--- src/udma_pkg.sv ---
/*
 * uDMA channel package
 * Shared widths, APB register offsets and engine state encodings
 */
package udma_pkg;

    //////////////////////////////
    // Widths and sizes
    //////////////////////////////
    localparam int L2_AW     = 12;   // L2 byte address
    localparam int TRANS_SW  = 16;   // Transfer size in bytes
    localparam int DATA_W    = 32;   // Stream and memory word
    localparam int APB_AW    = 5;
    localparam int APB_DW    = 32;
    localparam int MEM_DEPTH = 4096; // L2 bytes

    // Bit positions inside RX_CFG / TX_CFG
    localparam int CFG_EN_BIT   = 4;
    localparam int CFG_PEND_BIT = 5;

    //////////////////////////////
    // Register map
    //////////////////////////////
    typedef enum logic [4:0] {
        RX_SADDR = 5'h00, // RX start address in L2
        RX_SIZE  = 5'h04, // RX size in bytes
        RX_CFG   = 5'h08, // RX enable, bytes left in upper half
        TX_SADDR = 5'h0C, // TX start address in L2
        TX_SIZE  = 5'h10, // TX size in bytes
        TX_CFG   = 5'h14, // TX enable
        STATUS   = 5'h18  // Busy bits and TX bytes left
    } udma_reg_e;

    // Engine FSM states, DRAIN is used by TX only
    typedef enum logic [1:0] {
        IDLE  = 2'd0,
        RUN   = 2'd1,
        DRAIN = 2'd2
    } chan_state_e;

endpackage

--- src/udma_apb_regs.sv ---
/*
 * uDMA channel register block
 * Zero-wait APB slave with RX/TX address, size and enable registers, and status
 */
module udma_apb_regs (
    input  logic                          sys_clk,
    input  logic                          rst_n,
    input  logic                          psel_i,
    input  logic                          penable_i,
    input  logic                          pwrite_i,
    input  logic [udma_pkg::APB_AW-1:0]   paddr_i,
    input  logic [udma_pkg::APB_DW-1:0]   pwdata_i,
    output logic [udma_pkg::APB_DW-1:0]   prdata_o,
    output logic                          pready_o,
    output logic                          pslverr_o,
    input  logic                          rx_busy_i,
    input  logic [udma_pkg::TRANS_SW-1:0] rx_bytes_left_i,
    input  logic                          tx_busy_i,
    input  logic [udma_pkg::TRANS_SW-1:0] tx_bytes_left_i,
    output logic                          rx_start_o,
    output logic [udma_pkg::L2_AW-1:0]    rx_saddr_o,
    output logic [udma_pkg::TRANS_SW-1:0] rx_size_o,
    output logic                          tx_start_o,
    output logic [udma_pkg::L2_AW-1:0]    tx_saddr_o,
    output logic [udma_pkg::TRANS_SW-1:0] tx_size_o
);
    import udma_pkg::*;

    logic [L2_AW-1:2]    rx_saddr_q;  // Word aligned, bits 1:0 always zero
    logic [TRANS_SW-1:0] rx_size_q;
    logic [L2_AW-1:2]    tx_saddr_q;
    logic [TRANS_SW-1:0] tx_size_q;
    logic                access;
    logic                reg_hit;
    logic [APB_DW-1:0]   rdata;

    assign access   = psel_i & penable_i;
    assign pready_o = 1'b1;              // No wait states

    //////////////////////////////
    // Decode and read mux
    //////////////////////////////
    always_comb begin
        reg_hit = 1'b1;
        rdata   = '0;
        case (udma_reg_e'(paddr_i))
            RX_SADDR: rdata = APB_DW'({rx_saddr_q, 2'b00});
            RX_SIZE:  rdata = APB_DW'(rx_size_q);
            RX_CFG: begin
                rdata[CFG_EN_BIT]             = rx_busy_i;
                rdata[CFG_PEND_BIT]           = rx_start_o; // Start not yet taken
                rdata[APB_DW-1 -: TRANS_SW]   = rx_bytes_left_i;
            end
            TX_SADDR: rdata = APB_DW'({tx_saddr_q, 2'b00});
            TX_SIZE:  rdata = APB_DW'(tx_size_q);
            TX_CFG: begin
                rdata[CFG_EN_BIT]   = tx_busy_i;
                rdata[CFG_PEND_BIT] = tx_start_o;
            end
            STATUS: begin
                rdata[0]                    = rx_busy_i;
                rdata[1]                    = tx_busy_i;
                rdata[APB_DW-1 -: TRANS_SW] = tx_bytes_left_i;
            end
            default: reg_hit = 1'b0;   // Unmapped offset
        endcase
    end

    assign prdata_o  = rdata;
    assign pslverr_o = access & ~reg_hit;

    //////////////////////////////
    // Register writes
    //////////////////////////////
    always_ff @(posedge sys_clk or negedge rst_n) begin
        if (!rst_n) begin
            rx_saddr_q <= '0;
            rx_size_q  <= '0;
            tx_saddr_q <= '0;
            tx_size_q  <= '0;
            rx_start_o <= 1'b0;
            tx_start_o <= 1'b0;
        end else begin
            rx_start_o <= 1'b0;   // Start is a single-cycle pulse
            tx_start_o <= 1'b0;
            if (access && pwrite_i && reg_hit) begin
                case (udma_reg_e'(paddr_i))
                    RX_SADDR: rx_saddr_q <= pwdata_i[L2_AW-1:2];
                    RX_SIZE:  rx_size_q  <= pwdata_i[TRANS_SW-1:0];
                    RX_CFG: begin
                        // Only an idle channel with a nonzero size is started
                        rx_start_o <= pwdata_i[CFG_EN_BIT] & ~rx_busy_i & (rx_size_q != '0);
                    end
                    TX_SADDR: tx_saddr_q <= pwdata_i[L2_AW-1:2];
                    TX_SIZE:  tx_size_q  <= pwdata_i[TRANS_SW-1:0];
                    TX_CFG: begin
                        tx_start_o <= pwdata_i[CFG_EN_BIT] & ~tx_busy_i & (tx_size_q != '0);
                    end
                    default: ;            // STATUS is read only
                endcase
            end
        end
    end

    assign rx_saddr_o = {rx_saddr_q, 2'b00};
    assign rx_size_o  = rx_size_q;
    assign tx_saddr_o = {tx_saddr_q, 2'b00};
    assign tx_size_o  = tx_size_q;

endmodule

--- config.mk ---
export PLATFORM = sky130hd
export DESIGN_NAME = udma_apb_regs
export DESIGN_NICKNAME = d
export VERILOG_FILES = /design/src/udma_pkg.sv /design/src/udma_apb_regs.sv
export SDC_FILE = /design/constraint.sdc
export NUM_CORES = 1
export LEC_CHECK = 0
export BUFFER_PORTS_ARGS = -buffer_cell sky130_fd_sc_hd__buf_2
export CORE_AREA = 4 4 86 88
export CTS_CLUSTER_SIZE = 10
export DETAILED_ROUTE_END_ITERATION = 7
export DIE_AREA = 0 0 90 92
export GPL_ROUTABILITY_DRIVEN = 0
export PLACE_DENSITY_LB_ADDON = 0.2
export SLEW_MARGIN = 20
export SYNTH_ARGS = -nofsm -noshare
export SYNTH_HDL_FRONTEND = slang
export SYNTH_SLANG_ARGS = --single-unit
export TNS_END_PERCENT = 20
--- constraint.sdc ---
create_clock -name sys_clk -period 1.3 [get_ports sys_clk]
set_input_delay 0.13 -clock sys_clk [delete_from_list [all_inputs] [get_ports sys_clk]]
set_output_delay 0.13 -clock sys_clk [all_outputs]
set_load 0.01 [all_outputs]
==> reports/qor.txt, run 1 <==
status: finished with violations
failing checks: setup timing
async set-reset flop share out of synthesis: 100%
Die Span Y: 92 um
hold crit path type: in2reg
final core utilization: 64.2%
Fill cells: 572
CP max stage delay: 390 ps
vias in the first global route: 2681
initial antenna violation count: 0
Switch Pwr: 1060 uW
first-pass GRT wire length: 14300 um
Fin. Hold Viols: 0
CP arrival: 1320 ps
CP Cell Sequence: mux2_2 -> nand3_2 -> nand4_1 -> buf_2
worst setup path category: reg2out
Ant. Diodes: 0
Post-synth EDFFs: 0
H-tree depth: 2
CTS max path bufs: 2
min Tclk post-route: 1450 ps
pre-CTS setup slack: -123 ps
Worst-Skew Late Latency: 300 ps
io pins: 168
met3 WL: 742 um
setup ws final: -148 ps
P per Cell Area: 880 nW/um2
Max-Cap Viols: 0
Fin Hold WS: 49.1 ps
die area: 8280 um2
startpoint types: flop
Syn Std Cell Area: 2860 um2
Max VDD drop: 0.593 mV
sequential area share after synthesis: 47.3%
register bit count reported by yosys: 54
Yosys warnings: 0
vias post-DR: 2751
Synth top area share: 47.3%
fin crit share: 111%
Combinational Power Share: 23.0%
syn_area_per_cell: 11.8 um2
RSZ-0062 raised after global routing: true
share of layout cells above drive strength 1: 63.6%
most common cell in the netlist: dfrtp_1
clock sink total: 54
leading area contributor after synthesis: dfrtp_1
slowest cell on the critical path: dfrtp_1
largest fanout on the critical path: 2
Internal Power: 2700 uW
top_reg_cell synth: dfrtp_1
CP Data Required Time: 1170 ps
Leakage: 0.00240 uW
top cells by area, synth: dfrtp_1, mux2_2, nand3_1
Core ar.: 6640 um2
Post-Synthesis Cells: 242
number of buffers created by CTS: 5
CTS clk-pin slew, worst paths: 90 ps
critical path capture point type: primary output
WL/cell: 18.5 um
largest net degree at the start of global routing: 55
Core Rows: 30
setup violators final: 7
metal1 wirelength: 4020 um
placed insts: 480
width of the die: 90 um
GRT Resource Usage Total: 21.4%
Iteration-0 DRC Markers: 126
Reg power frac: 51.7%
Commonest cells post-synth: dfrtp_1, mux2_2, nand3_1
highest layer used for signal routing: met4
fin cells: 506
HPWL Detailed: 6710 um
grt total ovfl: 0
DR WL met2: 4430 um
Fmax achieved: 691 MHz
Pre-Repair DR Iteration Count: 6
Syn-to-layout area delta: 49.3%
Yosys cell types: 30
CTS tree: done
DRC: 0
routed wire length: 9340 um
clock share of power: 25.3%
Post-DRT Antenna Nets: 0
skew final: 5.69 ps
Pins Over Slew Limit: 0
final net count: 501
CTS root buf: clkbuf_8
switching portion of total power: 28.2%
initial core utilization: 43.0%
I/O Buffers: 146
vias per inst: 5.44
power by group through the flow:
stage	Sequential [uW]	Clock, uW	Combinational, uW
after detailed placement	1980	0	756
after CTS	1940	980	816
final	1940	952	862
after global routing	1960	1060	932
after global placement	1980	0	744
after floorplan	2010	0	291
registers in the layout (all words and copies together) (netlist names):
| signal | count |
|---|---|
| rx_size_o | 16 |
| tx_size_o | 16 |
| rx_saddr_q | 10 |
| tx_saddr_q | 10 |
| rx_start_o | 1 |
| tx_start_o | 1 |
routing by layer:
| metal | GRT usage [%] | vias to the layer above |
|---|---|---|
| met5 | 0 | - |
| met4 | 4.59 | 0 |
| met3 | 6.48 | 14 |
| met2 | 35.0 | 131 |
| met1 | 28.1 | 1319 |
| li1 | - | 1287 |
repair_timing:
action                                 CTS  global route
pin swaps                                6             9
gates resized for setup                 18            16
gates cloned                             1             1
hold buffers                             1             0
setup endpoints to repair               30            34
endpoints found under the hold margin   54             0
setup buffers                            9             6
cell usage in the layout (no fill, tap or decap), types with 2 or more instances in the layout:
cell and count:
and4_1 2, nor3_1 2, and3_4 2, clkbuf_8 6, o21ai_1 2, mux2_4 11, a221o_1 2, nand3_1 35
buf_8 2, buf_4 33, nand4_1 10, a22o_1 20, dfrtp_1 54, and3_1 3, nor2_1 3, buf_6 6
and2_4 2, nor4_1 7, buf_12 7, buf_2 143, conb_1 5, and3b_1 2, nand3_2 8, mux2_2 43
worst max-delay path: cells and delay by family (launching register included):
kind                   cells  cell delay (ps)
DFF                        1              390
muxes                      1              270
and+or+nand+nor            2              200
buffers and inverters      1              170
logic make-up (layout without fill, tap and decap cells):
kind of cell,after synthesis,count (layout),share of synthesized area [%]
other,2,5,0.263
multiplexers,54,54,22.6
AND/OR/NAND/NOR,86,86,18.3
AO/OA/AOI/OAI,25,25,7.48
buffers and inverters,21,202,4.11
flip-flops,54,54,47.3
area by class of cell:
class / count / area, um2 / share of cell area [%]
Clock buffer: 7 / 86.3 / 2.02
Clock inverter: 1 / 5.00 / 0.117
Multi-Input combinational cell: 170 / 1460 / 34.2
Sequential cell: 54 / 1350 / 31.7
Tap cell: 80 / 100 / 2.35
Timing Repair Buffer: 194 / 1260 / 29.6
final timing paths:
path / start / endpoint / slack (ps) / cells after the start
worst min register to register: rx_saddr_q[11] / rx_saddr_q[11] / 540 / 1
min in group asynchronous: rst_n / tx_saddr_q[5] / 330 / 3
worst min-delay path: rx_busy_i / rx_start_o / 50 / 2
worst max register to register: rx_size_o[5] / rx_start_o / -40 / 5
max in group asynchronous: rst_n / tx_size_o[0] / 700 / 3
worst max-delay path: tx_saddr_q[4] / prdata_o[4] / -150 / 4
stage by stage:
| stage | power [uW] | area, um2 | setup TNS, ps |
|---|---|---|---|
| after CTS | 3730 | 4130 | -882 |
| after global routing | 3950 | 4270 | -1210 |
| after detailed placement | 2740 | 3880 | -5530 |
| after floorplan | 2300 | 2870 | 0 |
| final | 3750 | 4270 | -485 |
| after global placement | 2720 | 3880 | -4020 |
(Power assumes the default switching activity.)
==> run 2: changes to the inputs <==
--- a/config.mk
+++ b/config.mk
@@ -16,4 +16,4 @@
 export SYNTH_ARGS = -nofsm -noshare
 export SYNTH_HDL_FRONTEND = slang
 export SYNTH_SLANG_ARGS = --single-unit
-export TNS_END_PERCENT = 20
+export TNS_END_PERCENT = 50
==> run 2 against run 1 <==
The flow still finishes with violations (setup timing); non-clock buffer count stayed put; combinational power hardly changed; cell count stayed put; global-route usage stayed put; sequential cell count stayed put; clock-buffer cell count stayed put; via count is 0.73% higher; worst setup slack worse by 2.9 ps; sequential share of layout area is 0.056 points higher; critical path type unchanged.
==> reports/qor.txt, run 2 (same netlist as run 1, synthesis figures left out) <==
status: finished with violations
failing checks: setup timing
clock share of power: 25.6% (+0.3 points)
startpoint types: flop
hold crit path type: in2reg
Leakage: 0.00240 uW (about the same)
worst setup path category: reg2out
commonest non-fill, non-tap cell in the layout: buf_2
Pins Over Slew Limit: 0 (unchanged)
Fill cells: 571 (-0.17%)
clock sink total: 54 (unchanged)
Core Rows: 30 (unchanged)
vias post-DR: 2771 (+0.73%)
Non-Filler Cell Area, Final: 4260 um2 (-0.18%)
setup violators final: 5 (-2)
HPWL Detailed: 6710 um (unchanged)
Ant. Diodes: 0 (unchanged)
share of layout cells above drive strength 1: 63.4% (-0.23 points)
delay-heaviest family, CP: flip-flops
Iteration-0 DRC Markers: 104 (-17%)
Reg power frac: 51.5% (-0.2 points)
CTS clk-pin slew, worst paths: 100 ps (about the same)
Post-DRT Antenna Nets: 0 (unchanged)
grt total ovfl: 0 (unchanged)
CP max stage delay: 390 ps (about the same)
CP Cell Sequence: mux2_2 -> nand3_2 -> nand4_1 -> buf_2
Max VDD drop: 0.586 mV (-1.1%)
P per Cell Area: 883 nW/um2 (+0.40%)
initial antenna violation count: 0 (unchanged)
Core ar.: 6640 um2 (unchanged)
DRC: 0 (unchanged)
first-pass GRT wire length: 14200 um (-0.20%)
Combinational Power Share: 22.9% (about the same)
Internal Power: 2700 uW (about the same)
final net count: 501 (unchanged)
Worst-Skew Late Latency: 300 ps (about the same)
critical path capture point type: primary output
routed wire length: 9310 um (-0.31%)
CTS max path bufs: 2 (unchanged)
slowest cell on the critical path: dfrtp_1
CP Buf/Inv Count: 1 (unchanged)
setup TNS: -487 ps (-1.91 ps)
commonest cells after routing, fill and taps aside: buf_2, dfrtp_1, mux2_2
vias per inst: 5.48 (+0.73%)
CP arrival: 1320 ps (about the same)
I/O Buffers: 146 (unchanged)
width of the die: 90 um (unchanged)
Syn-to-layout area delta: 49.0%
initial core utilization: 43.0% (unchanged)
GRT Resource Usage Total: 21.4% (unchanged)
switching portion of total power: 28.3% (+0.14 points)
Switch Pwr: 1070 uW (+0.74%)
min Tclk post-route: 1450 ps (+2.91 ps)
Pre-Repair DR Iteration Count: 4 (-2)
largest fanout on the critical path: 2 (unchanged)
skew final: 8.99 ps (+3.29 ps)
number of buffers created by CTS: 5 (unchanged)
Die Span Y: 92 um (unchanged)
die area: 8280 um2 (unchanged)
CTS tree: done
setup ws final: -151 ps (-2.91 ps)
RSZ-0062 raised after global routing: true
largest net degree at the start of global routing: 55 (unchanged)
vias in the first global route: 2682 (+0.037%)
Max-Cap Viols: 0 (unchanged)
Fin. Hold Viols: 0 (unchanged)
WL/cell: 18.4 um (-0.31%)
H-tree depth: 2 (unchanged)
CTS root buf: clkbuf_8
fin crit share: 112% (+0.22 points)
CP Data Required Time: 1170 ps (about the same)
Placed Area: 3880 um2 (unchanged)
Fmax achieved: 689 MHz (-0.20%)
io pins: 168 (unchanged)
-- run 2: cell counts in the layout (fill, tap and decap cells not counted) --
Identical to the previous run, type by type.
-- run 2: per-layer routing --
layer  track usage, %  part of all wire [%]  vias up
li1                 -                     -     1287
met1             28.1                    44     1358
met2             35.0                    48      115
met3             6.48                   7.0       11
met4             4.59                   1.3        0
met5                0                     0        -
-- run 2: per-stage QoR --
stage	instances	power [uW]	worst slack, ps	hold slack (ps)	utilization (%)
2_1_floorplan	245	2300	7.10	-166	-
3_3_place_gp	480	2720	-93.1	148	58.5
3_5_place_dp	480	2740	-123	146	58.5
4_1_cts	499	3730	-132	24.6	62.1
5_1_grt	506	3950	-226	42.8	64.1
6_report	506	3760	-151	40.0	64.1
-- run 2: worst paths after layout --
check / from / end / slack, ps / depth (start not counted)
min in group asynchronous: rst_n / tx_saddr_q[5] / 330 / 3
max: tx_saddr_q[4] / prdata_o[4] / -150 / 4
min reg2reg: rx_saddr_q[11] / rx_saddr_q[11] / 540 / 1
max reg2reg: rx_size_o[5] / rx_start_o / -50 / 5
min: rx_busy_i / rx_start_o / 40 / 2
max in group asynchronous: rst_n / tx_saddr_q[4] / 710 / 3
-- run 2: cell type report --
type                    instances  area [um2]  share of cell area (%)
clock inverters                 1        5.00                   0.117
well taps                      80         100                    2.35
repair buffers                194        1260                    29.7
flip-flops and latches         54        1350                    31.7
clock buffers                   7        86.3                    2.03
multi-input cells             170        1450                    34.1
-- run 2: power groups by stage --
stage / clock network (uW) / logic, uW / registers [uW]
global route: 1060 / 931 / 1960
global placement: 0 / 744 / 1980
detailed placement: 0 / 756 / 1980
floorplan: 0 / 291 / 2010
CTS: 980 / 817 / 1940
finish: 962 / 861 / 1940
-- run 2: worst reg2reg max path, cell delays in order, from the launching register on --
cell and delay [ps]:
dfrtp_1 400, buf_4 140, buf_4 140, nor4_2 270, and4_1 240, nor4b_1 60
-- run 2: what timing repair did --
item,CTS,global route
hold buffers,1,0
hold endpoints to repair,54,0
gates cloned,1,1
resized for setup,19,15
setup endpoints to repair,30,34
pin swaps,6,9
setup buffers,9,7
