[src/udma_pkg.sv]
/*
 * uDMA channel package
 * Shared widths, APB register offsets and engine state encodings
 */
package udma_pkg;

    //////////////////////////////
    // Widths and sizes
    //////////////////////////////
    localparam int L2_AW     = 12;   // L2 byte address
    localparam int TRANS_SW  = 16;   // Transfer size in bytes
    localparam int DATA_W    = 32;   // Stream and memory word
    localparam int APB_AW    = 5;
    localparam int APB_DW    = 32;
    localparam int MEM_DEPTH = 4096; // L2 bytes

    // Bit positions inside RX_CFG / TX_CFG
    localparam int CFG_EN_BIT   = 4;
    localparam int CFG_PEND_BIT = 5;

    //////////////////////////////
    // Register map
    //////////////////////////////
    typedef enum logic [4:0] {
        RX_SADDR = 5'h00, // RX start address in L2
        RX_SIZE  = 5'h04, // RX size in bytes
        RX_CFG   = 5'h08, // RX enable, bytes left in upper half
        TX_SADDR = 5'h0C, // TX start address in L2
        TX_SIZE  = 5'h10, // TX size in bytes
        TX_CFG   = 5'h14, // TX enable
        STATUS   = 5'h18  // Busy bits and TX bytes left
    } udma_reg_e;

    // Engine FSM states, DRAIN is used by TX only
    typedef enum logic [1:0] {
        IDLE  = 2'd0,
        RUN   = 2'd1,
        DRAIN = 2'd2
    } chan_state_e;

endpackage

[src/udma_tx_stream.sv]
/*
 * TX stream engine
 * Fetches words from L2 and streams them out, two reads in flight or buffered
 */
module udma_tx_stream (
    input  logic                          sys_clk,
    input  logic                          rst_n,
    input  logic                          start_i,
    input  logic [udma_pkg::L2_AW-1:0]    saddr_i,
    input  logic [udma_pkg::TRANS_SW-1:0] size_i,
    output logic                          mem_rd_en_o,
    output logic [udma_pkg::L2_AW-3:0]    mem_rd_addr_o,
    input  logic [udma_pkg::DATA_W-1:0]   mem_rd_data_i,
    output logic [udma_pkg::DATA_W-1:0]   tx_data_o,
    output logic                          tx_valid_o,
    input  logic                          tx_ready_i,
    output logic                          busy_o,
    output logic [udma_pkg::TRANS_SW-1:0] bytes_left_o,
    output logic                          tx_eot_o
);
    import udma_pkg::*;

    chan_state_e         state_q;
    logic [L2_AW-3:0]    raddr_q;
    logic [TRANS_SW-1:0] size_q;
    logic [TRANS_SW-1:0] words_tot_q;
    logic [TRANS_SW-1:0] issue_left_q;  // Reads still to issue
    logic [TRANS_SW-1:0] words_done_q;  // Words accepted downstream
    logic [DATA_W-1:0]   buf_q [2];
    logic                buf_wptr_q;
    logic                buf_rptr_q;
    logic [1:0]          buf_cnt_q;
    logic                inflight_q;    // Read data arrives next cycle
    logic [1:0]          occ_nxt;
    logic                pop;
    logic                last_word;
    logic [TRANS_SW+1:0] bytes_done;

    assign tx_valid_o = (buf_cnt_q != 2'd0);
    assign tx_data_o  = buf_q[buf_rptr_q];  // Head holds still under back-pressure
    assign pop        = tx_valid_o & tx_ready_i;
    assign last_word  = pop & (words_done_q == words_tot_q - 1'b1);
    assign busy_o     = (state_q != IDLE);

    // Buffered plus in-flight words after this cycle's pop
    assign occ_nxt       = buf_cnt_q + {1'b0, inflight_q} - {1'b0, pop};
    assign mem_rd_en_o   = (state_q == RUN) & (occ_nxt < 2'd2);
    assign mem_rd_addr_o = raddr_q;

    assign bytes_done   = {words_done_q, 2'b00};
    assign bytes_left_o = (bytes_done >= {2'b00, size_q}) ? '0 :
                          size_q - bytes_done[TRANS_SW-1:0];

    always_ff @(posedge sys_clk) begin
        if (inflight_q) begin
            buf_q[buf_wptr_q] <= mem_rd_data_i;
        end
    end

    always_ff @(posedge sys_clk or negedge rst_n) begin
        if (!rst_n) begin
            state_q      <= IDLE;
            raddr_q      <= '0;
            size_q       <= '0;
            words_tot_q  <= '0;
            issue_left_q <= '0;
            words_done_q <= '0;
            buf_wptr_q   <= 1'b0;
            buf_rptr_q   <= 1'b0;
            buf_cnt_q    <= 2'd0;
            inflight_q   <= 1'b0;
            tx_eot_o     <= 1'b0;
        end else begin
            tx_eot_o   <= last_word;
            inflight_q <= mem_rd_en_o;
            buf_cnt_q  <= occ_nxt;
            if (inflight_q) buf_wptr_q <= ~buf_wptr_q;
            if (pop) begin
                buf_rptr_q   <= ~buf_rptr_q;
                words_done_q <= words_done_q + 1'b1;
            end
            if (start_i) begin
                state_q      <= RUN;
                raddr_q      <= saddr_i[L2_AW-1:2];
                size_q       <= size_i;
                words_tot_q  <= {2'b00, size_i[TRANS_SW-1:2]} + TRANS_SW'(|size_i[1:0]);
                issue_left_q <= {2'b00, size_i[TRANS_SW-1:2]} + TRANS_SW'(|size_i[1:0]);
                words_done_q <= '0;
            end else begin
                case (state_q)
                    RUN: if (mem_rd_en_o) begin
                        raddr_q      <= raddr_q + 1'b1;
                        issue_left_q <= issue_left_q - 1'b1;
                        if (issue_left_q == TRANS_SW'(1)) state_q <= DRAIN; // Last read out
                    end
                    DRAIN: if (last_word) state_q <= IDLE;
                    default: state_q <= IDLE;
                endcase
            end
        end
    end

endmodule

[config.mk]
export PLATFORM = sky130hd
export DESIGN_NAME = udma_tx_stream
export DESIGN_NICKNAME = d
export VERILOG_FILES = /design/src/udma_pkg.sv /design/src/udma_tx_stream.sv
export SDC_FILE = /design/constraint.sdc
export NUM_CORES = 1
export LEC_CHECK = 0
export ABC_AREA = 0
export ABC_CLOCK_PERIOD_IN_PS = 4400
export BUFFER_PORTS_ARGS = -buffer_cell sky130_fd_sc_hd__buf_2
export CAP_MARGIN = 20
export CORE_MARGIN = 2
export CORE_UTILIZATION = 61
export DETAILED_ROUTE_END_ITERATION = 16
export GPL_TIMING_DRIVEN = 0
export PLACE_DENSITY = 0.83
export SKIP_LAST_GASP = 1
export SYNTH_ARGS = -nofsm -noshare
export SYNTH_HDL_FRONTEND = slang
export SYNTH_SLANG_ARGS = --single-unit
[constraint.sdc]
create_clock -name sys_clk -period 4.4 [get_ports sys_clk]
set_input_delay 0.44 -clock sys_clk [delete_from_list [all_inputs] [get_ports sys_clk]]
set_output_delay 0.44 -clock sys_clk [all_outputs]
set_load 0.01 [all_outputs]
==> parameters.txt, run 1 <==
Parameter                              Value

Flow run
  Count of max-cap constraint violations    0

Power and ir drop
  Power per cell area    539 mW/mm²
  Leakage power of the design    3.80 nW
  Final Power    4.91 mW
  IR drop worst, VDD    0.000348 V

Final layout
  Synthesis-to-layout area growth    19.4%
  Fillcell total    836
  Ant. Diodes    0
  Fin cells    1,042
  Final nets    961
  Fraction of layout cells with a size suffix above 1    22.5%
  Storage cell area    0.00395 mm²
  Multi-input gate area    0.00343 mm²

STA
  Final setup violation count    0
  Final setup skew    0.00863 ns
  Highest Clock Rate    0.253 GHz
  Slew margin rel.    40.0%
  Final hold vios    0
  Final Cycle Share    89.7%
  Tightest Pin Transition    0.898 ns
  Final-report max-slew violation count    0
  Final critical delay including setup and external delays    3.95 ns
  Unrepaired setup endpoints after global routing    false
  Total Negative Setup Slacks    0 ns

Drt
  Final antenna-violating net count    0
  1st-pass router iterations    5
  WL per Instance    17.6 µm
  Via density per instance    5.76
  DR DRC count    0
  DRT iter0 DRCs    520
  Vias post-DR    6,002
  Post-detailed-routing wire length    18,400 µm

Clock network
  CTS hold repair buffers    1
  CTS tree    done
  Clock root buffer master    clkbuf_16
  Resize count post-CTS    0
  Clock Sinks    145
  Max Buffers Root-to-Sink    2
  H-tree depth reported by CTS    4
  Clock slew at reported path FFs    0.06 ns
  Setup fix buffers added after clock tree synthesis    0
  Clock latency reported for the late side of the worst-skew pair    0.43 ns
  Num CTS Buffers    17

Global routing
  Via count of the first global-routing pass    5,921
  Wire length of the first global-routing pass    28,900 µm
  Largest net degree at the start of global routing    64
  Initial antenna violation count    0
  Leftover overflow at the end of global routing    0
  Total routing usage reported by global routing    28.7%

Critical path
  Longest individual stage delay on the worst path    0.68 ns
  Arrival time worst endpoint    3.51 ns
  CP Capture Type    output port
  Minimum setup slack among reg-to-reg paths    1.02 ns
  Crit path launch type    flop
  Worst reg-to-reg path cell count    12
  Setup Crit Path Kind    reg2out
  CP max-delay cell    a2111oi_0
  Largest fanout of any net on the critical path    10
  Critical Path RT    3.96 ns
  Cells traversed along the worst timing path    ha_1 -> inv_1 -> fa_1 -> nand2b_1 -> a41oi_1 -> o21bai_1 -> a2111oi_0 -> o21ai_0 -> a21o_1 -> clkbuf_1 -> nor2_1 -> buf_2

Placement
  Placer's final routability congestion estimate    0.949
  Port buffer count    122
  Count of placed standard cells including taps    1,009
  HPWL Detailed    13,100 µm

Synth
  Area of the mapped netlist    0.00763 mm²
  Most used standard cells in the synthesized netlist    dfrtp_1 (81), nor2_1 (67), edfxtp_1 (64)
  Synth Net Count    817
  Top FF cell, synth    dfrtp_1
  Post-synthesis register bit count    145
  Share of the yosys chip area belonging to registers    51.7%
  Area contributors post-synth    dfrtp_1 (27%), edfxtp_1 (25%), xnor2_1 (6.0%), ha_1 (5.7%), mux2_2 (4.7%)
  Number of enable flip-flop cells after synthesis    64
  Share of the synthesized area in the top cell type    26.6%
  Warnings from Yosys    0
  Post-Syn Instances    717
  Share of flip-flops with an asynchronous set or reset after synthesis    55.9%
  Post-synth top area cell    dfrtp_1
  Number of unique standard cell types used by synthesis    52
  Most frequent cell after synthesis    dfrtp_1
  Mapped Avg Cell Area    10.6 µm²

Floorplan
  Top-Level Pins    126
  CORE AREA    0.0121 mm²
  Die extent in x    116 µm
  Count of standard-cell rows    40
  Initial Util    63.0%
  Area of the die    0.0134 mm²
  Die Y-Extent    116 µm

Worst hold path
  Type of the most critical hold path    in2reg
  Number of cells traversed by the worst hold path    1

Status
  Run status    complete, no violations
## sequential cells by signal (all words and copies together), names as in the netlist
name / count
state_q: 2
buf_wptr_q: 1
inflight_q: 1
buf_q: 64
buf_rptr_q: 1
mem_rd_addr_o: 10
issue_left_q: 16
words_done_q: 16
size_q: 16
tx_eot_o: 1
buf_cnt_q: 2
words_tot_q: 15
## report_power, final
part | internal (mW) | switching [mW]
clock network | 0.923 | 0.545
registers | 1.77 | 0.159
logic | 0.632 | 0.884
## layout make-up
type	count	area share, %
timing repair buffer	125	7.30
tap	168	2.31
multi-input combinational	503	37.6
clock buffer	24	5.18
clock inverter	8	1.41
inverter	46	1.89
buffer	23	0.947
sequential	145	43.3
## worst max-delay path, delay by kind of cell, from the launching register on
kind	cells	cell delay (ns)
AO/OA/AOI/OAI	5	1.47
adder cells (fa/ha/maj)	2	0.48
buffers and inverters	3	0.46
flip-flops	1	0.44
AND/OR/NAND/NOR	2	0.22
## cells in the final DEF (no fill, tap or decap), types with 20 or more instances in the layout
cell type / netlist / final
buf_2: 0 / 121
dfrtp_1: 81 / 81
nor2_1: 67 / 66
edfxtp_1: 64 / 64
nand2_1: 63 / 63
xnor2_1: 52 / 52
o21ai_0: 50 / 50
inv_1: 46 / 46
ha_1: 35 / 35
mux2_2: 32 / 32
nand3_1: 29 / 29
xor2_1: 27 / 27
clkbuf_1: 21 / 26
a21oi_1: 20 / 20
## cells by family after synthesis
group                      share of synthesized area (%)
and+or+nand+nor                                     15.1
xor gates and xnor gates                            9.07
muxes                                               5.25
DFF                                                 51.7
adders and majority gates                           6.00
buffers and inverters                               3.39
AOI/OAI and AO/OA                                   9.44
## routing by layer
metal,up-vias,routed length [µm],GRT usage [%]
met4,0,597,13.2
met2,260,9010,47.9
met5,-,0,0
met1,2899,7430,34.7
li1,2784,-,-
met3,59,1350,8.05
## through the flow
| step | area (µm²) | utilization (%) | hold slack [ns] | setup slack [ns] |
|---|---|---|---|---|
| finish | 9110 | 75.3 | 0.196 | 0.451 |
| global route | 9110 | 75.3 | 0.184 | 0.159 |
| CTS | 9110 | 75.3 | 0.178 | 0.474 |
| detailed placement | 8500 | 70.2 | 0.344 | 0.898 |
| global placement | 8450 | 69.8 | 0.469 | 0.914 |
| floorplan | 7630 | - | 0.144 | 1.57 |
## final timing paths
path                                     to              start
setup / recovery            bytes_left_o[2]    words_done_q[0]
hold / removal                 buf_q[0][21]  mem_rd_data_i[21]
setup reg to reg           issue_left_q[11]       buf_cnt_q[1]
hold reg to reg                  buf_wptr_q         inflight_q
max in group asynchronous  words_done_q[12]              rst_n
min in group asynchronous   issue_left_q[0]              rst_n
Power figures use the tool's default switching activity.
==> run 2: changes to the inputs <==
REMOVE_ABC_BUFFERS = 1   (was unset)
==> run 2 against run 1 <==
Sequential share of layout area is 0.065 points higher. Setup slack better by 0.21 ns. Largest cell class unchanged. Die area stayed put.
==> parameters.txt, run 2 (synthesis results as in run 1) <==
Parameter                              Value

Final layout
  Most frequent standard cell in the layout excluding fill and tap cells    buf_2
  Most used cells in the layout excluding fill and tap cells    buf_2 (121), dfrtp_1 (81), nor2_1 (66)
  Final nets    941
  Flip-flop count of the largest register after layout    64
  Ant. Diodes    0
  Synthesis-to-layout area growth    19.3%
  Final standard cell utilization of the core    75.1%
  Reg with most FFs    buf_q
  Fraction of layout cells with a size suffix above 1    23.8%

Drt
  Vias post-DR    5,826
  1st-pass router iterations    5
  Via density per instance    5.70
  DRT iter0 DRCs    496
  DR DRC count    0
  Final antenna-violating net count    0
  Post-detailed-routing wire length    17,300 µm
  WL per Instance    16.9 µm

STA
  Tightest Pin Transition    0.961 ns
  Final Cycle Share    84.9%
  Final-report max-slew violation count    0
  Final setup skew    0.00489 ns
  Total Negative Setup Slacks    0 ns
  Unrepaired setup endpoints after global routing    false
  Final critical delay including setup and external delays    3.74 ns
  Slew margin rel.    35.9%
  Final WS setup    0.664 ns
  Highest Clock Rate    0.268 GHz
  Final setup violation count    0
  Final hold vios    0

Clock network
  H-tree depth reported by CTS    4
  CTS tree    done
  Clock slew at reported path FFs    0.06 ns
  Max Buffers Root-to-Sink    2
  Setup fix buffers added after clock tree synthesis    0
  Num CTS Buffers    17
  Clock root buffer master    clkbuf_16
  Clock latency reported for the late side of the worst-skew pair    0.42 ns
  Clock Sinks    145

Critical path
  Arrival time worst endpoint    3.30 ns
  Setup Crit Path Kind    reg2out
  Crit path launch type    flop
  CP max-delay cell    a2111oi_0
  Largest fanout of any net on the critical path    15
  Cells traversed along the worst timing path    ha_1 -> inv_1 -> fa_1 -> nand2b_1 -> a41oi_1 -> o21bai_1 -> a2111oi_0 -> o21ai_0 -> a21o_1 -> nor3_1 -> buf_2
  CP Capture Type    output port
  Longest individual stage delay on the worst path    0.62 ns
  Critical Path RT    3.96 ns

Global routing
  Leftover overflow at the end of global routing    0
  Largest net degree at the start of global routing    103
  Via count of the first global-routing pass    5,712
  Initial antenna violation count    0
  Wire length of the first global-routing pass    27,300 µm
  Total routing usage reported by global routing    26.4%

Power and ir drop
  Sequential share of power    39.4%
  IR drop worst, VDD    0.000270 V
  Internal power consumption    3.39 mW
  NetSw    1.58 mW
  Clock power frac    30.2%
  Switch share    31.8%
  Leakage power of the design    3.81 nW
  Power per cell area    546 mW/mm²
  Logic gate share of total power    30.5%

Floorplan
  Initial Util    63.0%
  Area of the die    0.0134 mm²
  Die extent in x    116 µm
  Count of standard-cell rows    40
  Top-Level Pins    126
  CORE AREA    0.0121 mm²
  Die Y-Extent    116 µm

Placement
  Worst setup timing slack at the placement stage    0.741 ns
  Placer's final routability congestion estimate    0.941
  HPWL Detailed    12,000 µm
  Port buffer count    123

Status
  Run status    complete, no violations

Flow run
  Count of max-cap constraint violations    0

Worst hold path
  Type of the most critical hold path    in2reg
run 2: changes by cell type in the layout (fill, tap and decap cells not counted), sizes merged:
cell	previous run	this run
buf	126	127
bufinv	3	4
clkbuf	45	19
clkinv	4	6
clkinvlp	1	2
inv	46	47
run 2: power groups by stage:
stage / logic, mW / clock network (mW) / registers, mW
6_report: 1.51 / 1.50 / 1.96
2_1_floorplan: 0.912 / 0 / 1.95
3_3_place_gp: 1.34 / 0 / 1.98
5_1_grt: 1.66 / 1.58 / 1.99
4_1_cts: 1.50 / 1.51 / 1.96
3_5_place_dp: 1.47 / 0 / 1.98
run 2: layout make-up:
type | count | area, µm²
clock buffer | 19 | 433
clock inverter | 13 | 185
fill | 837 | 3010
inverter | 46 | 173
multi-input combinational | 503 | 3430
sequential | 145 | 3950
tap | 168 | 210
timing repair buffer | 128 | 721
run 2: path summary, 6_finish.rpt:
path,cells after the start,startpoint,end,slack [ns]
min in group asynchronous,2,rst_n,mem_rd_addr_o[2],0.49
worst max register to register,12,buf_cnt_q[1],issue_left_q[7],1.14
worst min register to register,1,inflight_q,buf_wptr_q,0.49
max in group asynchronous,3,rst_n,words_tot_q[4],3.31
worst max-delay path,11,words_done_q[0],bytes_left_o[5],0.66
worst min-delay path,1,mem_rd_data_i[21],buf_q[1][21],0.21
run 2: repair_timing:
action                                 CTS  global route
gates resized for setup                  0             0
hold buffers                             1             0
endpoints found under the hold margin   28             0
run 2: worst max-delay path, delay by kind of cell, from the launching register on:
family / cells / cell delay, ns
fa+ha+maj: 2 / 0.45
compound gates: 5 / 1.47
buf+inv: 2 / 0.22
simple gates: 2 / 0.29
flops: 1 / 0.44
run 2: stage by stage:
| stage | hold WS (ns) | std cells | instance area (µm²) | power [mW] |
|---|---|---|---|---|
| detailed placement | 0.390 | 988 | 8470 | 3.45 |
| global route | 0.201 | 1022 | 9100 | 5.22 |
| CTS | 0.198 | 1021 | 9090 | 4.97 |
| global placement | 0.465 | 985 | 8370 | 3.32 |
| floorplan | 0.144 | 694 | 7540 | 2.87 |
| finish | 0.207 | 1022 | 9100 | 4.97 |
run 2: routing by layer:
layer,global-route usage [%],vias to the layer above,wire length [µm],part of all wire (%)
li1,-,2753,-,-
met1,31.9,2796,7000,41
met2,46.4,236,8780,51
met3,5.65,41,1120,6.5
met4,10.2,0,368,2.1
met5,0,-,0,0
