===== config.mk =====
export PLATFORM = sky130hd
export DESIGN_NAME = udma_rx_stream
export DESIGN_NICKNAME = d
export VERILOG_FILES = /design/src/udma_pkg.sv /design/src/udma_rx_stream.sv
export SDC_FILE = /design/constraint.sdc
export NUM_CORES = 1
export LEC_CHECK = 0
export BUFFER_PORTS_ARGS = -buffer_cell sky130_fd_sc_hd__buf_2
export CAP_MARGIN = 20
export CORE_ASPECT_RATIO = 0.6
export CORE_MARGIN = 4
export CORE_UTILIZATION = 30
export CTS_BUF_LIST = sky130_fd_sc_hd__clkbuf_4
export DETAILED_ROUTE_END_ITERATION = 7
export MAX_ROUTING_LAYER = met4
export SLEW_MARGIN = 20
export SYNTH_ARGS = -nofsm -noshare
export SYNTH_HDL_FRONTEND = slang
export SYNTH_SLANG_ARGS = --single-unit

===== constraint.sdc =====
create_clock -name sys_clk -period 3.2 [get_ports sys_clk]
set_input_delay 0.32 -clock sys_clk [delete_from_list [all_inputs] [get_ports sys_clk]]
set_output_delay 0.32 -clock sys_clk [all_outputs]
set_load 0.05 [all_outputs]

===== src/udma_pkg.sv =====
/*
 * uDMA channel package
 * Shared widths, APB register offsets and engine state encodings
 */
package udma_pkg;

    //////////////////////////////
    // Widths and sizes
    //////////////////////////////
    localparam int L2_AW     = 12;   // L2 byte address
    localparam int TRANS_SW  = 16;   // Transfer size in bytes
    localparam int DATA_W    = 32;   // Stream and memory word
    localparam int APB_AW    = 5;
    localparam int APB_DW    = 32;
    localparam int MEM_DEPTH = 4096; // L2 bytes

    // Bit positions inside RX_CFG / TX_CFG
    localparam int CFG_EN_BIT   = 4;
    localparam int CFG_PEND_BIT = 5;

    //////////////////////////////
    // Register map
    //////////////////////////////
    typedef enum logic [4:0] {
        RX_SADDR = 5'h00, // RX start address in L2
        RX_SIZE  = 5'h04, // RX size in bytes
        RX_CFG   = 5'h08, // RX enable, bytes left in upper half
        TX_SADDR = 5'h0C, // TX start address in L2
        TX_SIZE  = 5'h10, // TX size in bytes
        TX_CFG   = 5'h14, // TX enable
        STATUS   = 5'h18  // Busy bits and TX bytes left
    } udma_reg_e;

    // Engine FSM states, DRAIN is used by TX only
    typedef enum logic [1:0] {
        IDLE  = 2'd0,
        RUN   = 2'd1,
        DRAIN = 2'd2
    } chan_state_e;

endpackage


===== src/udma_rx_stream.sv =====
/*
 * RX stream engine
 * Stores incoming stream words into L2 from the start address on
 */
module udma_rx_stream (
    input  logic                          sys_clk,
    input  logic                          rst_n,
    input  logic                          start_i,
    input  logic [udma_pkg::L2_AW-1:0]    saddr_i,
    input  logic [udma_pkg::TRANS_SW-1:0] size_i,
    input  logic [udma_pkg::DATA_W-1:0]   rx_data_i,
    input  logic                          rx_valid_i,
    output logic                          rx_ready_o,
    output logic                          mem_wr_en_o,
    output logic [udma_pkg::L2_AW-3:0]    mem_wr_addr_o,
    output logic [udma_pkg::DATA_W-1:0]   mem_wr_data_o,
    output logic                          busy_o,
    output logic [udma_pkg::TRANS_SW-1:0] bytes_left_o,
    output logic                          rx_eot_o
);
    import udma_pkg::*;

    chan_state_e         state_q;
    logic [L2_AW-3:0]    waddr_q;      // Word address, wraps with L2
    logic [TRANS_SW-1:0] size_q;
    logic [TRANS_SW-1:0] words_tot_q;
    logic [TRANS_SW-1:0] words_done_q;
    logic [TRANS_SW+1:0] bytes_done;
    logic                accept;
    logic                last_word;

    assign rx_ready_o = (state_q == RUN);
    assign busy_o     = (state_q == RUN);
    assign accept     = rx_ready_o & rx_valid_i;
    assign last_word  = accept & (words_done_q == words_tot_q - 1'b1);

    // Every accepted word goes to L2 in the same cycle
    assign mem_wr_en_o   = accept;
    assign mem_wr_addr_o = waddr_q;
    assign mem_wr_data_o = rx_data_i;

    assign bytes_done   = {words_done_q, 2'b00};
    assign bytes_left_o = (bytes_done >= {2'b00, size_q}) ? '0 :
                          size_q - bytes_done[TRANS_SW-1:0];

    always_ff @(posedge sys_clk or negedge rst_n) begin
        if (!rst_n) begin
            state_q      <= IDLE;
            waddr_q      <= '0;
            size_q       <= '0;
            words_tot_q  <= '0;
            words_done_q <= '0;
            rx_eot_o     <= 1'b0;
        end else begin
            rx_eot_o <= last_word;  // One cycle after the last word
            if (start_i) begin
                state_q      <= RUN;
                waddr_q      <= saddr_i[L2_AW-1:2];
                size_q       <= size_i;
                words_tot_q  <= {2'b00, size_i[TRANS_SW-1:2]} + TRANS_SW'(|size_i[1:0]);
                words_done_q <= '0;
            end else if (accept) begin
                waddr_q      <= waddr_q + 1'b1;
                words_done_q <= words_done_q + 1'b1;
                if (last_word) begin
                    state_q <= IDLE;
                end
            end
        end
    end

endmodule


==> qor.yml, run 1 <==
sta:
  period_minus_slack_ps: 3142
  final.hold.worst_slack_ps: 108.2
  slew_headroom_pct: 40.38
  finalCritPeriodShare_pct: 98.18
  timing_worst_slew_pin_value_ps: 894.2
  finClkSkew_ps: 14.23
  setup_total_negative_slack_ps: 0
  maxSlewViolCount: 0
  setup-violations-final: 0
  max_freq_mhz: 318.3
  final-hold-violation-count: 0
  worst_slack_ps: 58.14
  grt_setup_unrepaired: "true"
global_route:
  antenna_found_initial: 0
  first_pass_grt_wire_length_um: 19060
  globalRouteTotalUtil_pct: 14.33
  grt-ovfl-total: 0
  grt_start_max_net_pins: 56
  number_of_global_route_vias_before_repair: 3664
final_layout:
  layout_commonest_cell: "sky130_fd_sc_hd__dfrtp_1"
  final_net_count: 666
  layout_common_cells: "sky130_fd_sc_hd__dfrtp_1 (56), sky130_fd_sc_hd__nor2_1 (54), sky130_fd_sc_hd__nand2_1 (46)"
  drive_above_1_share_pct: 20.91
  ff_latch_area_mm2: 0.001480
  finish.instance_area_mm2: 0.005189
  layout-area-overhead-vs-synth_pct: 15.48
  multi_input_gate_area_in_the_final_layout_mm2: 0.002609
  final.fill_count: 1493
  antenna-diode-count: 0
yosys:
  synthesized_netlist_cell_count: 538
  synth_cell_type_count: 52
  synthesis.area_per_instance_um2: 8.351
  yosys_warning_total: 0
  ys_ff_latch: 59
  synth.net_count: 635
  synth_sequential_area_ratio_pct: 32.86
  synth_area_mm2: 0.004493
detailed_routing:
  drt_iter0_drc: 247
  drc: 0
  drt_first_pass_iters: 4
  vias: 3668
  detail_route.vias_per_cell: 4.751
  post_drt_wl_per_cell_um: 14.82
  final_antenna_net_count: 0
  routed_wl_um: 11440
floorplan:
  design.die.area_mm2: 0.01706
  std_cell_rows: 34
  io-pin-count: 126
  die_height_um: 102.8
  initial_utilization_pct: 30.79
  fp.coreArea_mm2: 0.01459
  die-width_um: 166.0
cts:
  cts.root.buffer_cell: "sky130_fd_sc_hd__clkbuf_4"
  maximum_buffer_depth_of_the_clock_tree: 2
  tritoncts_clock_tree: "yes"
  clock_pin_slew_reported_for_the_worst_setup_and_hold_paths_after_clock_tree_synthesis_ps: 110
  htreeDepth: 3
  cts_num_sinks: 59
  cts_buffers: 9
  latest_clock_arrival_within_the_worst_skew_pair_ps: 420
place:
  dp_hpwl_um: 8830
  routability_driven_placement_congestion_ratio: 0.8670
  dpl_worst_slack_ps: 253.2
  placedInstanceArea_mm2: 0.004767
  io_buffers: 59
critical_path:
  crit_path_start_kind: "register"
  maximum_fanout_encountered_on_the_critical_timing_path: 3
  max_stage_delay_ps: 390
  critical_path.slowest_cell: "sky130_fd_sc_hd__dfrtp_1"
  cp_common_cell: "sky130_fd_sc_hd__inv_2"
  setup.worst_path.class: "register to output pin"
  cp_cell_sequence: "inv_2, ha_4, inv_2, fa_2, a21o_1, a221oi_2, buf_4, inv_2, a21oi_2, o21ai_1, xnor2_1, nor2_1, buf_6"
  worst_setup_path_end_kind: "output pin"
  worstPathRequired_ps: 2880
  timing.critical_path.arrival_ps: 2820
power_and_ir_drop:
  cell_leakage_power_uw: 0.002280
  power_per_cell_area_mw_per_mm2: 449.3
  worst_case_vdd_ir_drop_mv: 0.2242
hold_path:
  hold_path.class: "input pin to register"
status:
  outcome: "finished clean"
flow_run:
  cap_viol_max_count: 0
[path summary, 6_finish.rpt]
kind                                start          endpoint  slack, ps  cells past startpoint
setup reg to reg           words_tot_q[0]        state_q[0]        420                      9
setup / recovery                size_q[2]  bytes_left_o[14]         60                     13
hold / removal                saddr_i[11]  mem_wr_addr_o[9]        110                      3
max in group asynchronous           rst_n   words_done_q[4]       1970                      3
min in group asynchronous           rst_n  mem_wr_addr_o[5]        300                      2
hold reg to reg                size_q[15]        size_q[15]        550                      2
[stage by stage]
| stage | std cells | total power [uW] | util (%) |
|---|---|---|---|
| 6_report | 772 | 2331 | 35.56 |
| 5_1_grt | 772 | 2472 | 35.56 |
| 4_1_cts | 766 | 2293 | 34.47 |
| 3_5_place_dp | 749 | 1564 | 32.67 |
| 3_3_place_gp | 749 | 1551 | 32.67 |
| 2_1_floorplan | 538 | 1484 | - |
[cell type report]
class                           count  area share (%)
Clock buffer                        9           1.302
Clock inverter                      7           2.218
Inverter                           46           3.328
Multi-Input combinational cell    380           50.28
Sequential cell                    59           28.53
Tap cell                          198           4.775
Timing Repair Buffer               73           9.573
[Yosys cell counts, drive strengths merged]
| cell type | number | area, um^2 |
|---|---|---|
| dfrtp | 59 | 1476 |
| nor2 | 58 | 217.7 |
| inv | 46 | 172.7 |
| nand2 | 46 | 172.7 |
| o21ai | 43 | 215.2 |
| xnor2 | 41 | 359.1 |
| buf | 37 | 279.0 |
| ha | 32 | 400.4 |
| a21oi | 26 | 130.1 |
| xor2 | 25 | 219.0 |
| nand3 | 19 | 95.09 |
| clkbuf | 16 | 60.06 |
| nor3 | 13 | 70.07 |
| a21o | 9 | 67.56 |
| and3 | 9 | 56.30 |
| nand4 | 9 | 56.30 |
| nor4 | 5 | 46.29 |
| o211ai | 4 | 30.03 |
| and2 | 3 | 18.77 |
| mux2i | 3 | 30.03 |
| o21a | 3 | 22.52 |
| a2111oi | 2 | 36.29 |
| a221oi | 2 | 17.52 |
| a31oi | 2 | 12.51 |
| nand3b | 2 | 15.01 |
| nor2b | 2 | 12.51 |
| o21bai | 2 | 15.01 |
| o32ai | 2 | 17.52 |
| or3 | 2 | 12.51 |
| a211oi | 1 | 7.510 |
| a21boi | 1 | 7.510 |
| a31o | 1 | 8.760 |
| and4 | 1 | 8.760 |
| fa | 1 | 20.02 |
| mux2 | 1 | 11.26 |
| nand4bb | 1 | 11.26 |
| nor3b | 1 | 7.510 |
| o2111ai | 1 | 8.760 |
| o221ai | 1 | 15.01 |
| o22a | 1 | 8.760 |
| o31ai | 1 | 7.510 |
| o41ai | 1 | 8.760 |
| or2 | 1 | 6.260 |
| or4 | 1 | 7.510 |
| or4b | 1 | 13.76 |
[cell families (layout without fill, tap and decap cells)]
kind of cell / count (synthesis) / in the layout / synth area share (%)
buf+inv: 99 / 135 / 11.39
xor+xnor: 66 / 66 / 12.87
flops: 59 / 59 / 32.86
simple gates: 174 / 174 / 18.43
fa+ha+maj: 33 / 33 / 9.357
mux: 4 / 4 / 0.9190
compound gates: 103 / 103 / 14.17
[where the power goes]
part / internal (uW) / switching [uW]
Sequential: 797 / 62.2
Combinational: 279 / 498
Clock: 394 / 301
[routing by layer]
| metal | global-route usage, % | share of wire (%) | vias to the layer above |
|---|---|---|---|
| met5 | - | 0 | - |
| met4 | 2.218 | 0.40 | 0 |
| met3 | 3.870 | 6.2 | 4 |
| met2 | 19.77 | 40 | 99 |
| met1 | 21.16 | 54 | 1735 |
| li1 | - | - | 1830 |
[registers in the layout (all words and copies together) (netlist names)]
name	cells
size_q	16
state_q	1
words_done_q	16
words_tot_q	15
rx_eot_o	1
mem_wr_addr_o	10
[critical path: cells and delay by family, from the launching register on]
family	cells	cell delay (ps)
AO/OA/AOI/OAI	4	710
XOR/XNOR	1	140
flip-flops	1	390
buffers and inverters	5	500
adder cells (fa/ha/maj)	2	510
AND/OR/NAND/NOR	1	150
[repair_timing]
| action | 4_1_cts | 5_1_grt |
|---|---|---|
| endpoints found under the hold margin | 11 | 0 |
| buffers inserted | 0 | 5 |
| gates cloned | 0 | 1 |
| hold buffers | 1 | 0 |
| gates resized for setup | 15 | 54 |
| endpoints found under the setup margin | 6 | 15 |
| pin swaps | 1 | 12 |
Power figures use the tool's default switching activity.
==> inputs of run 2 (changes only) <==
Clock period 3.2 ns to 2.7 ns, I/O delays scaled along.
==> run 2 against run 1 <==
Net effect: the run now ends with setup timing left; wire length is 9.3% higher; die area stayed put; power is 26% higher; non-clock buffer count is 31 higher; global-route usage is 0.60 points higher; clock power is 24% higher; hold slack worse by 75 ps; core utilization is 3.5 points higher; highest routed layer unchanged.
==> qor.yml, run 2 (synthesized netlist as in run 1, its figures left out) <==
power_and_ir_drop:
  power_per_cell_area_mw_per_mm2: 517.6  # was 449.3 mW/mm^2
  cell_leakage_power_uw: 0.002503  # was 0.002280 uW
  worst_case_vdd_ir_drop_mv: 0.2861  # was 0.2242 mV
place:
  inst_count_dp: 766  # was 749
  io_buffers: 59  # unchanged
  placedInstanceArea_mm2: 0.004922  # was 0.004767 mm^2
  routability_driven_placement_congestion_ratio: 0.8829  # was 0.8670
  dp_hpwl_um: 9343  # was 8830 um
status:
  outcome: "complete, but fails checks"  # was finished clean
  violations: "setup timing"
global_route:
  first_pass_grt_wire_length_um: 19610  # was 19,060 um
  grt_start_max_net_pins: 48  # was 56
  grt-ovfl-total: 0  # unchanged
  number_of_global_route_vias_before_repair: 3710  # was 3,664
  antenna_found_initial: 0  # unchanged
  globalRouteTotalUtil_pct: 14.93  # was 14.33%
detailed_routing:
  drc: 0  # unchanged
  final_antenna_net_count: 0  # unchanged
  drt_first_pass_iters: 4  # unchanged
  drt_iter0_drc: 220  # was 247
  detail_route.vias_per_cell: 4.849  # was 4.751
  vias: 3894  # was 3,668
  routed_wl_um: 12500  # was 11,440 um
  post_drt_wl_per_cell_um: 15.57  # was 14.82 um
sta:
  worst_slack_ps: -313.5  # was 58.14 ps
  timing_worst_slew_pin_value_ps: 626.5  # was 894.2 ps
  finClkSkew_ps: 17.88  # was 14.23 ps
  grt_setup_unrepaired: "true"  # unchanged
  final-hold-violation-count: 0  # unchanged
  setup-violations-final: 16  # was 0
  finalCritPeriodShare_pct: 111.6
  maxSlewViolCount: 0  # unchanged
  slew_headroom_pct: 58.23  # was 40.38%
  max_freq_mhz: 331.8
  period_minus_slack_ps: 3014
critical_path:
  cp.buffers_inverters: 3  # was 5
  maximum_fanout_encountered_on_the_critical_timing_path: 2  # was 3
  cp_cell_sequence: "buf_6, ha_4, inv_2, fa_2, a21o_1, a221oi_2, o21ai_2, a21o_1, a21oi_2, xor2_2, nor2_4, buf_6"  # was inv_2, ha_4, inv_2, fa_2, a21o_1, a221oi_2, buf_4, inv_2, a21oi_2, o21ai_1, xnor2_1, nor2_1, buf_6
  timing.critical_path.arrival_ps: 2740  # was 2820 ps
  worst_setup_path_end_kind: "output pin"  # unchanged
  setup.worst_path.class: "register to output pin"  # unchanged
  worstPathRequired_ps: 2430  # was 2880 ps
  critPathTopFamily: "compound AO/OA/AOI/OAI gates"  # unchanged
  max_stage_delay_ps: 370  # was 390 ps
  crit_path_start_kind: "register"  # unchanged
  critical_path.slowest_cell: "sky130_fd_sc_hd__dfrtp_1"  # unchanged
final_layout:
  layout_common_cells: "sky130_fd_sc_hd__dfrtp_1 (59), sky130_fd_sc_hd__nand2_1 (46), sky130_fd_sc_hd__nor2_1 (44)"  # was sky130_fd_sc_hd__dfrtp_1 (56), sky130_fd_sc_hd__nor2_1 (54), sky130_fd_sc_hd__nand2_1 (46)
  multi_input_gate_area_in_the_final_layout_mm2: 0.002798  # was 0.002609 mm^2
  final.fill_count: 1472  # was 1,493
  antenna-diode-count: 0  # unchanged
  largestRegisters: "size_q: 16 flops, words_done_q: 16 flops, words_tot_q: 15 flops"  # unchanged
  final_net_count: 697  # was 666
  layoutNonFillerInstCount: 803  # was 772
  finish.instance_area_mm2: 0.005694  # was 0.005189 mm^2
  drive_above_1_share_pct: 29.42  # was 20.91%
  layout_commonest_cell: "sky130_fd_sc_hd__dfrtp_1"  # unchanged
  ff_latch_area_mm2: 0.001476  # was 0.001480 mm^2
  layout-area-overhead-vs-synth_pct: 26.73  # was 15.48%
cts:
  latest_clock_arrival_within_the_worst_skew_pair_ps: 430  # was 420 ps
  htreeDepth: 3  # unchanged
  tritoncts_clock_tree: "yes"  # unchanged
  cts_num_sinks: 59  # unchanged
  clock_pin_slew_reported_for_the_worst_setup_and_hold_paths_after_clock_tree_synthesis_ps: 120  # was 110 ps
  cts.root.buffer_cell: "sky130_fd_sc_hd__clkbuf_4"  # unchanged
  maximum_buffer_depth_of_the_clock_tree: 2  # unchanged
  cts_buffers: 9  # unchanged
floorplan:
  io-pin-count: 126  # unchanged
  design.die.area_mm2: 0.01706  # unchanged
  initial_utilization_pct: 30.79  # unchanged
  die-width_um: 166.0  # unchanged
  die_height_um: 102.8  # unchanged
  fp.coreArea_mm2: 0.01459  # unchanged
  std_cell_rows: 34  # unchanged
flow_run:
  cap_viol_max_count: 0  # unchanged
hold_path:
  hold_path.class: "input pin to register"  # unchanged
run 2: path summary, 6_finish.rpt:
| path | depth (start not counted) | startpoint | endpoint | slack (ps) |
|---|---|---|---|---|
| worst max-delay path | 12 | words_done_q[0] | bytes_left_o[12] | -310 |
| worst min-delay path | 3 | saddr_i[8] | mem_wr_addr_o[6] | 30 |
| worst max register to register | 8 | words_tot_q[0] | state_q[0] | 160 |
| worst min register to register | 2 | size_q[15] | size_q[15] | 560 |
| max in group asynchronous | 3 | rst_n | words_done_q[5] | 1540 |
| min in group asynchronous | 2 | rst_n | mem_wr_addr_o[7] | 220 |
run 2: area by class of cell:
class	instances	area share [%]
clock buffers	9	1.187
clock inverters	7	2.197
inverters	46	3.032
multi-input cells	380	49.13
flip-flops and latches	59	25.93
well taps	198	4.351
repair buffers	104	14.17
run 2: per-layer routing:
metal | vias up | share of wire [%] | track usage (%) | routed length [um]
met2 | 115 | 39 | 19.39 | 4858
met3 | 7 | 8.4 | 4.368 | 1053
li1 | 1906 | - | - | -
met1 | 1866 | 52 | 22.67 | 6510
met5 | - | 0 | - | 0
met4 | 0 | 0.62 | 2.535 | 78
run 2: worst min-delay path, delay by kind of cell:
kind	cells	cell delay (ps)
AO/OA/AOI/OAI	1	50
AND/OR/NAND/NOR	1	40
buffers and inverters	1	80
run 2: where the power goes:
part | total [uW] | switching [uW] | internal [uW]
sequential | 1010 | 69.4 | 944
combinational | 1070 | 653 | 419
clock | 862 | 386 | 476
run 2: what timing repair did:
item / in CTS / in global routing
pin swaps: 18 / 16
endpoints found under the setup margin: 16 / 17
gates cloned: 1 / 0
hold buffers: 1 / 0
resized for setup: 69 / 35
hold endpoints to repair: 12 / 0
buffers inserted: 8 / 12
run 2: per-stage QoR:
stage	setup TNS, ps	power (uW)	utilization, %	hold WS (ps)	worst slack (ps)
final	-3344	2948	39.02	32.68	-313.5
after global routing	-5736	3102	39.02	27.61	-454.8
after CTS	-3665	2887	37.23	17.04	-378.3
after detailed placement	-200.6	1891	33.73	177.0	-150.2
after global placement	-170.1	1876	33.73	170.9	-136.4
after floorplan	-1704	1764	-	-25.59	-209.0
==> inputs of run 3 (changes only) <==
Settings changed: HOLD_SLACK_MARGIN set to 0.08, SLEW_MARGIN 20 to 15.
==> run 3 against run 2 <==
Net effect: the run still ends with setup timing left; count of clock-buffer cells in the layout unchanged; non-clock buffer count is 15 higher; final cell count grew 1.9%; combinational power about the same; die area is the same; wire length rose by 0.78%; core utilization is 0.99 points higher; critical path type unchanged; critical endpoint unchanged; largest cell class unchanged; highest routed layer unchanged.
==> qor.yml, run 3 (synthesized netlist as in run 1, its figures left out) <==
status:
  outcome: "complete, but fails checks"  # unchanged
  violations: "setup timing"  # unchanged
sta:
  maxSlewViolCount: 0  # unchanged
  period_minus_slack_ps: 3024  # was 3014 ps
  final-hold-violation-count: 0  # unchanged
  setup-violations-final: 16  # unchanged
  worst_slack_ps: -323.8  # was -313.5 ps
  finalCritPeriodShare_pct: 112.0  # was 111.6%
  timing_worst_slew_pin_value_ps: 624.9  # was 626.5 ps
  grt_setup_unrepaired: "true"  # unchanged
  slew_headroom_pct: 58.34  # was 58.23%
  finClkSkew_ps: 20.74  # was 17.88 ps
  max_freq_mhz: 330.7  # was 331.8 MHz
detailed_routing:
  post_drt_wl_per_cell_um: 15.40  # was 15.57 um
  drt_first_pass_iters: 5  # was 4
  drc: 0  # unchanged
  final_antenna_net_count: 0  # unchanged
  routed_wl_um: 12600  # was 12,500 um
  detail_route.vias_per_cell: 4.830  # was 4.849
  vias: 3951  # was 3,894
  drt_iter0_drc: 210  # was 220
global_route:
  grt_start_max_net_pins: 48  # unchanged
  first_pass_grt_wire_length_um: 19880  # was 19,610 um
  antenna_found_initial: 0  # unchanged
  number_of_global_route_vias_before_repair: 3784  # was 3,710
  grt-ovfl-total: 0  # unchanged
  globalRouteTotalUtil_pct: 15.09  # was 14.93%
critical_path:
  crit_path_start_kind: "register"  # unchanged
  timing.reg2reg.setup_slack_ps: 150  # was 160 ps
  regToRegEndpoint: "state_q[0]"  # unchanged
  worstPathRequired_ps: 2430  # about the same
  critical_path.reg2reg.startpoint: "words_tot_q[0]"  # unchanged
  crit_end: "bytes_left_o[12]"  # unchanged
  worstRegToRegCells: 8  # unchanged
  timing.critical_path.arrival_ps: 2750  # was 2740 ps
  setup.worst_path.class: "register to output pin"  # unchanged
  cp-startpoint: "words_done_q[0]"  # unchanged
  maximum_fanout_encountered_on_the_critical_timing_path: 2  # unchanged
  worst_setup_path_end_kind: "output pin"  # unchanged
cts:
  htreeDepth: 3  # unchanged
  cts_buffers: 9  # unchanged
  latest_clock_arrival_within_the_worst_skew_pair_ps: 440  # was 430 ps
  tritoncts_clock_tree: "yes"  # unchanged
  cts_num_sinks: 59  # unchanged
  clock_pin_slew_reported_for_the_worst_setup_and_hold_paths_after_clock_tree_synthesis_ps: 120  # about the same
  cts.root.buffer_cell: "sky130_fd_sc_hd__clkbuf_4"  # unchanged
  maximum_buffer_depth_of_the_clock_tree: 2  # unchanged
final_layout:
  final_net_count: 712  # was 697
  finish.utilization_pct: 40.01  # was 39.02%
  largestRegisters: "size_q: 16 flops, words_done_q: 16 flops, words_tot_q: 15 flops"  # unchanged
  layout_commonest_cell: "sky130_fd_sc_hd__dfrtp_1"  # unchanged
  layout-area-overhead-vs-synth_pct: 29.94  # was 26.73%
  antenna-diode-count: 0  # unchanged
  drive_above_1_share_pct: 28.71  # was 29.42%
  layoutNonFillerInstCount: 818  # was 803
  layout_common_cells: "sky130_fd_sc_hd__dfrtp_1 (59), sky130_fd_sc_hd__nand2_1 (46), sky130_fd_sc_hd__nor2_1 (44)"  # unchanged
place:
  inst_count_dp: 766  # unchanged
  routability_driven_placement_congestion_ratio: 0.8829  # unchanged
  io_buffers: 59  # unchanged
  dp_hpwl_um: 9343  # unchanged
hold_path:
  hold_path.class: "input pin to register"  # unchanged
power_and_ir_drop:
  power_per_cell_area_mw_per_mm2: 508.0  # was 517.6 mW/mm^2
  finalPower_uw: 2966  # was 2948 uW
  cell_leakage_power_uw: 0.002566  # was 0.002503 uW
  worst_case_vdd_ir_drop_mv: 0.2854  # was 0.2861 mV
floorplan:
  die_height_um: 102.8  # unchanged
  io-pin-count: 126  # unchanged
  design.die.area_mm2: 0.01706  # unchanged
  die-width_um: 166.0  # unchanged
  initial_utilization_pct: 30.79  # unchanged
  fp.coreArea_mm2: 0.01459  # unchanged
  std_cell_rows: 34  # unchanged
flow_run:
  cap_viol_max_count: 0  # unchanged
run 3: worst min-delay path by stage:
stage,start,endpoint,slack [ps],depth (start not counted)
global placement,rst_n,rx_eot_o,170,1
global route,size_i[12],size_q[12],110,3
floorplan,rst_n,mem_wr_addr_o[0],-30,0
detailed placement,rst_n,rx_eot_o,180,1
CTS,size_i[15],size_q[15],90,3
finish,size_i[12],size_q[12],120,3
run 3: routing by layer:
layer / vias to the layer above / share of wire [%] / global-route usage, % / wire length [um]
li1: 1935 / - / - / -
met1: 1904 / 54 / 22.74 / 6799
met2: 105 / 39 / 19.99 / 4926
met3: 7 / 6.3 / 4.253 / 792
met4: 0 / 0.62 / 2.535 / 78
met5: - / 0 / - / 0
run 3: report_power, final:
| group | internal, uW | total (uW) | switching, uW |
|---|---|---|---|
| clock | 476 | 862 | 386 |
| combinational | 433 | 1090 | 656 |
| sequential | 944 | 1010 | 69.7 |
| total | 1850 | 2970 | 1110 |
run 3: layout make-up:
cell class | instances | area, um^2
fillers | 1458 | 8753
multi-input cells | 380 | 2794
flip-flops and latches | 59 | 1476
repair buffers | 119 | 954.7
well taps | 198 | 247.7
inverters | 46 | 172.7
clock inverters | 7 | 125.1
clock buffers | 9 | 67.56
run 3: through the flow:
step / setup WS [ps] / hold WS, ps / TNS (ps) / area, um^2
global route: -454.8 / 108.9 / -5736 / 5838
detailed placement: -150.2 / 177.0 / -200.6 / 4922
global placement: -136.4 / 170.9 / -170.1 / 4922
finish: -323.8 / 115.7 / -3348 / 5838
CTS: -378.3 / 94.52 / -3665 / 5573
floorplan: -209.0 / -25.59 / -1704 / 4513
run 3: what timing repair did:
action	4_1_cts	5_1_grt
endpoints found under the hold margin	26	0
hold buffers	15	0
gates cloned	1	0
setup endpoints to repair	16	17
setup buffers	8	13
pin swaps	18	15
resized for setup	69	34
run 3: worst max-delay path: stages, from the launching register on:
cell	delay, ps
sky130_fd_sc_hd__dfrtp_1	370
sky130_fd_sc_hd__buf_6	110
sky130_fd_sc_hd__ha_4	120
sky130_fd_sc_hd__inv_2	30
sky130_fd_sc_hd__fa_2	330
sky130_fd_sc_hd__a21o_1	210
sky130_fd_sc_hd__a221oi_2	310
sky130_fd_sc_hd__o21ai_2	100
sky130_fd_sc_hd__a21o_1	170
sky130_fd_sc_hd__a21oi_2	180
sky130_fd_sc_hd__xor2_2	200
sky130_fd_sc_hd__nor2_4	40
sky130_fd_sc_hd__buf_6	140
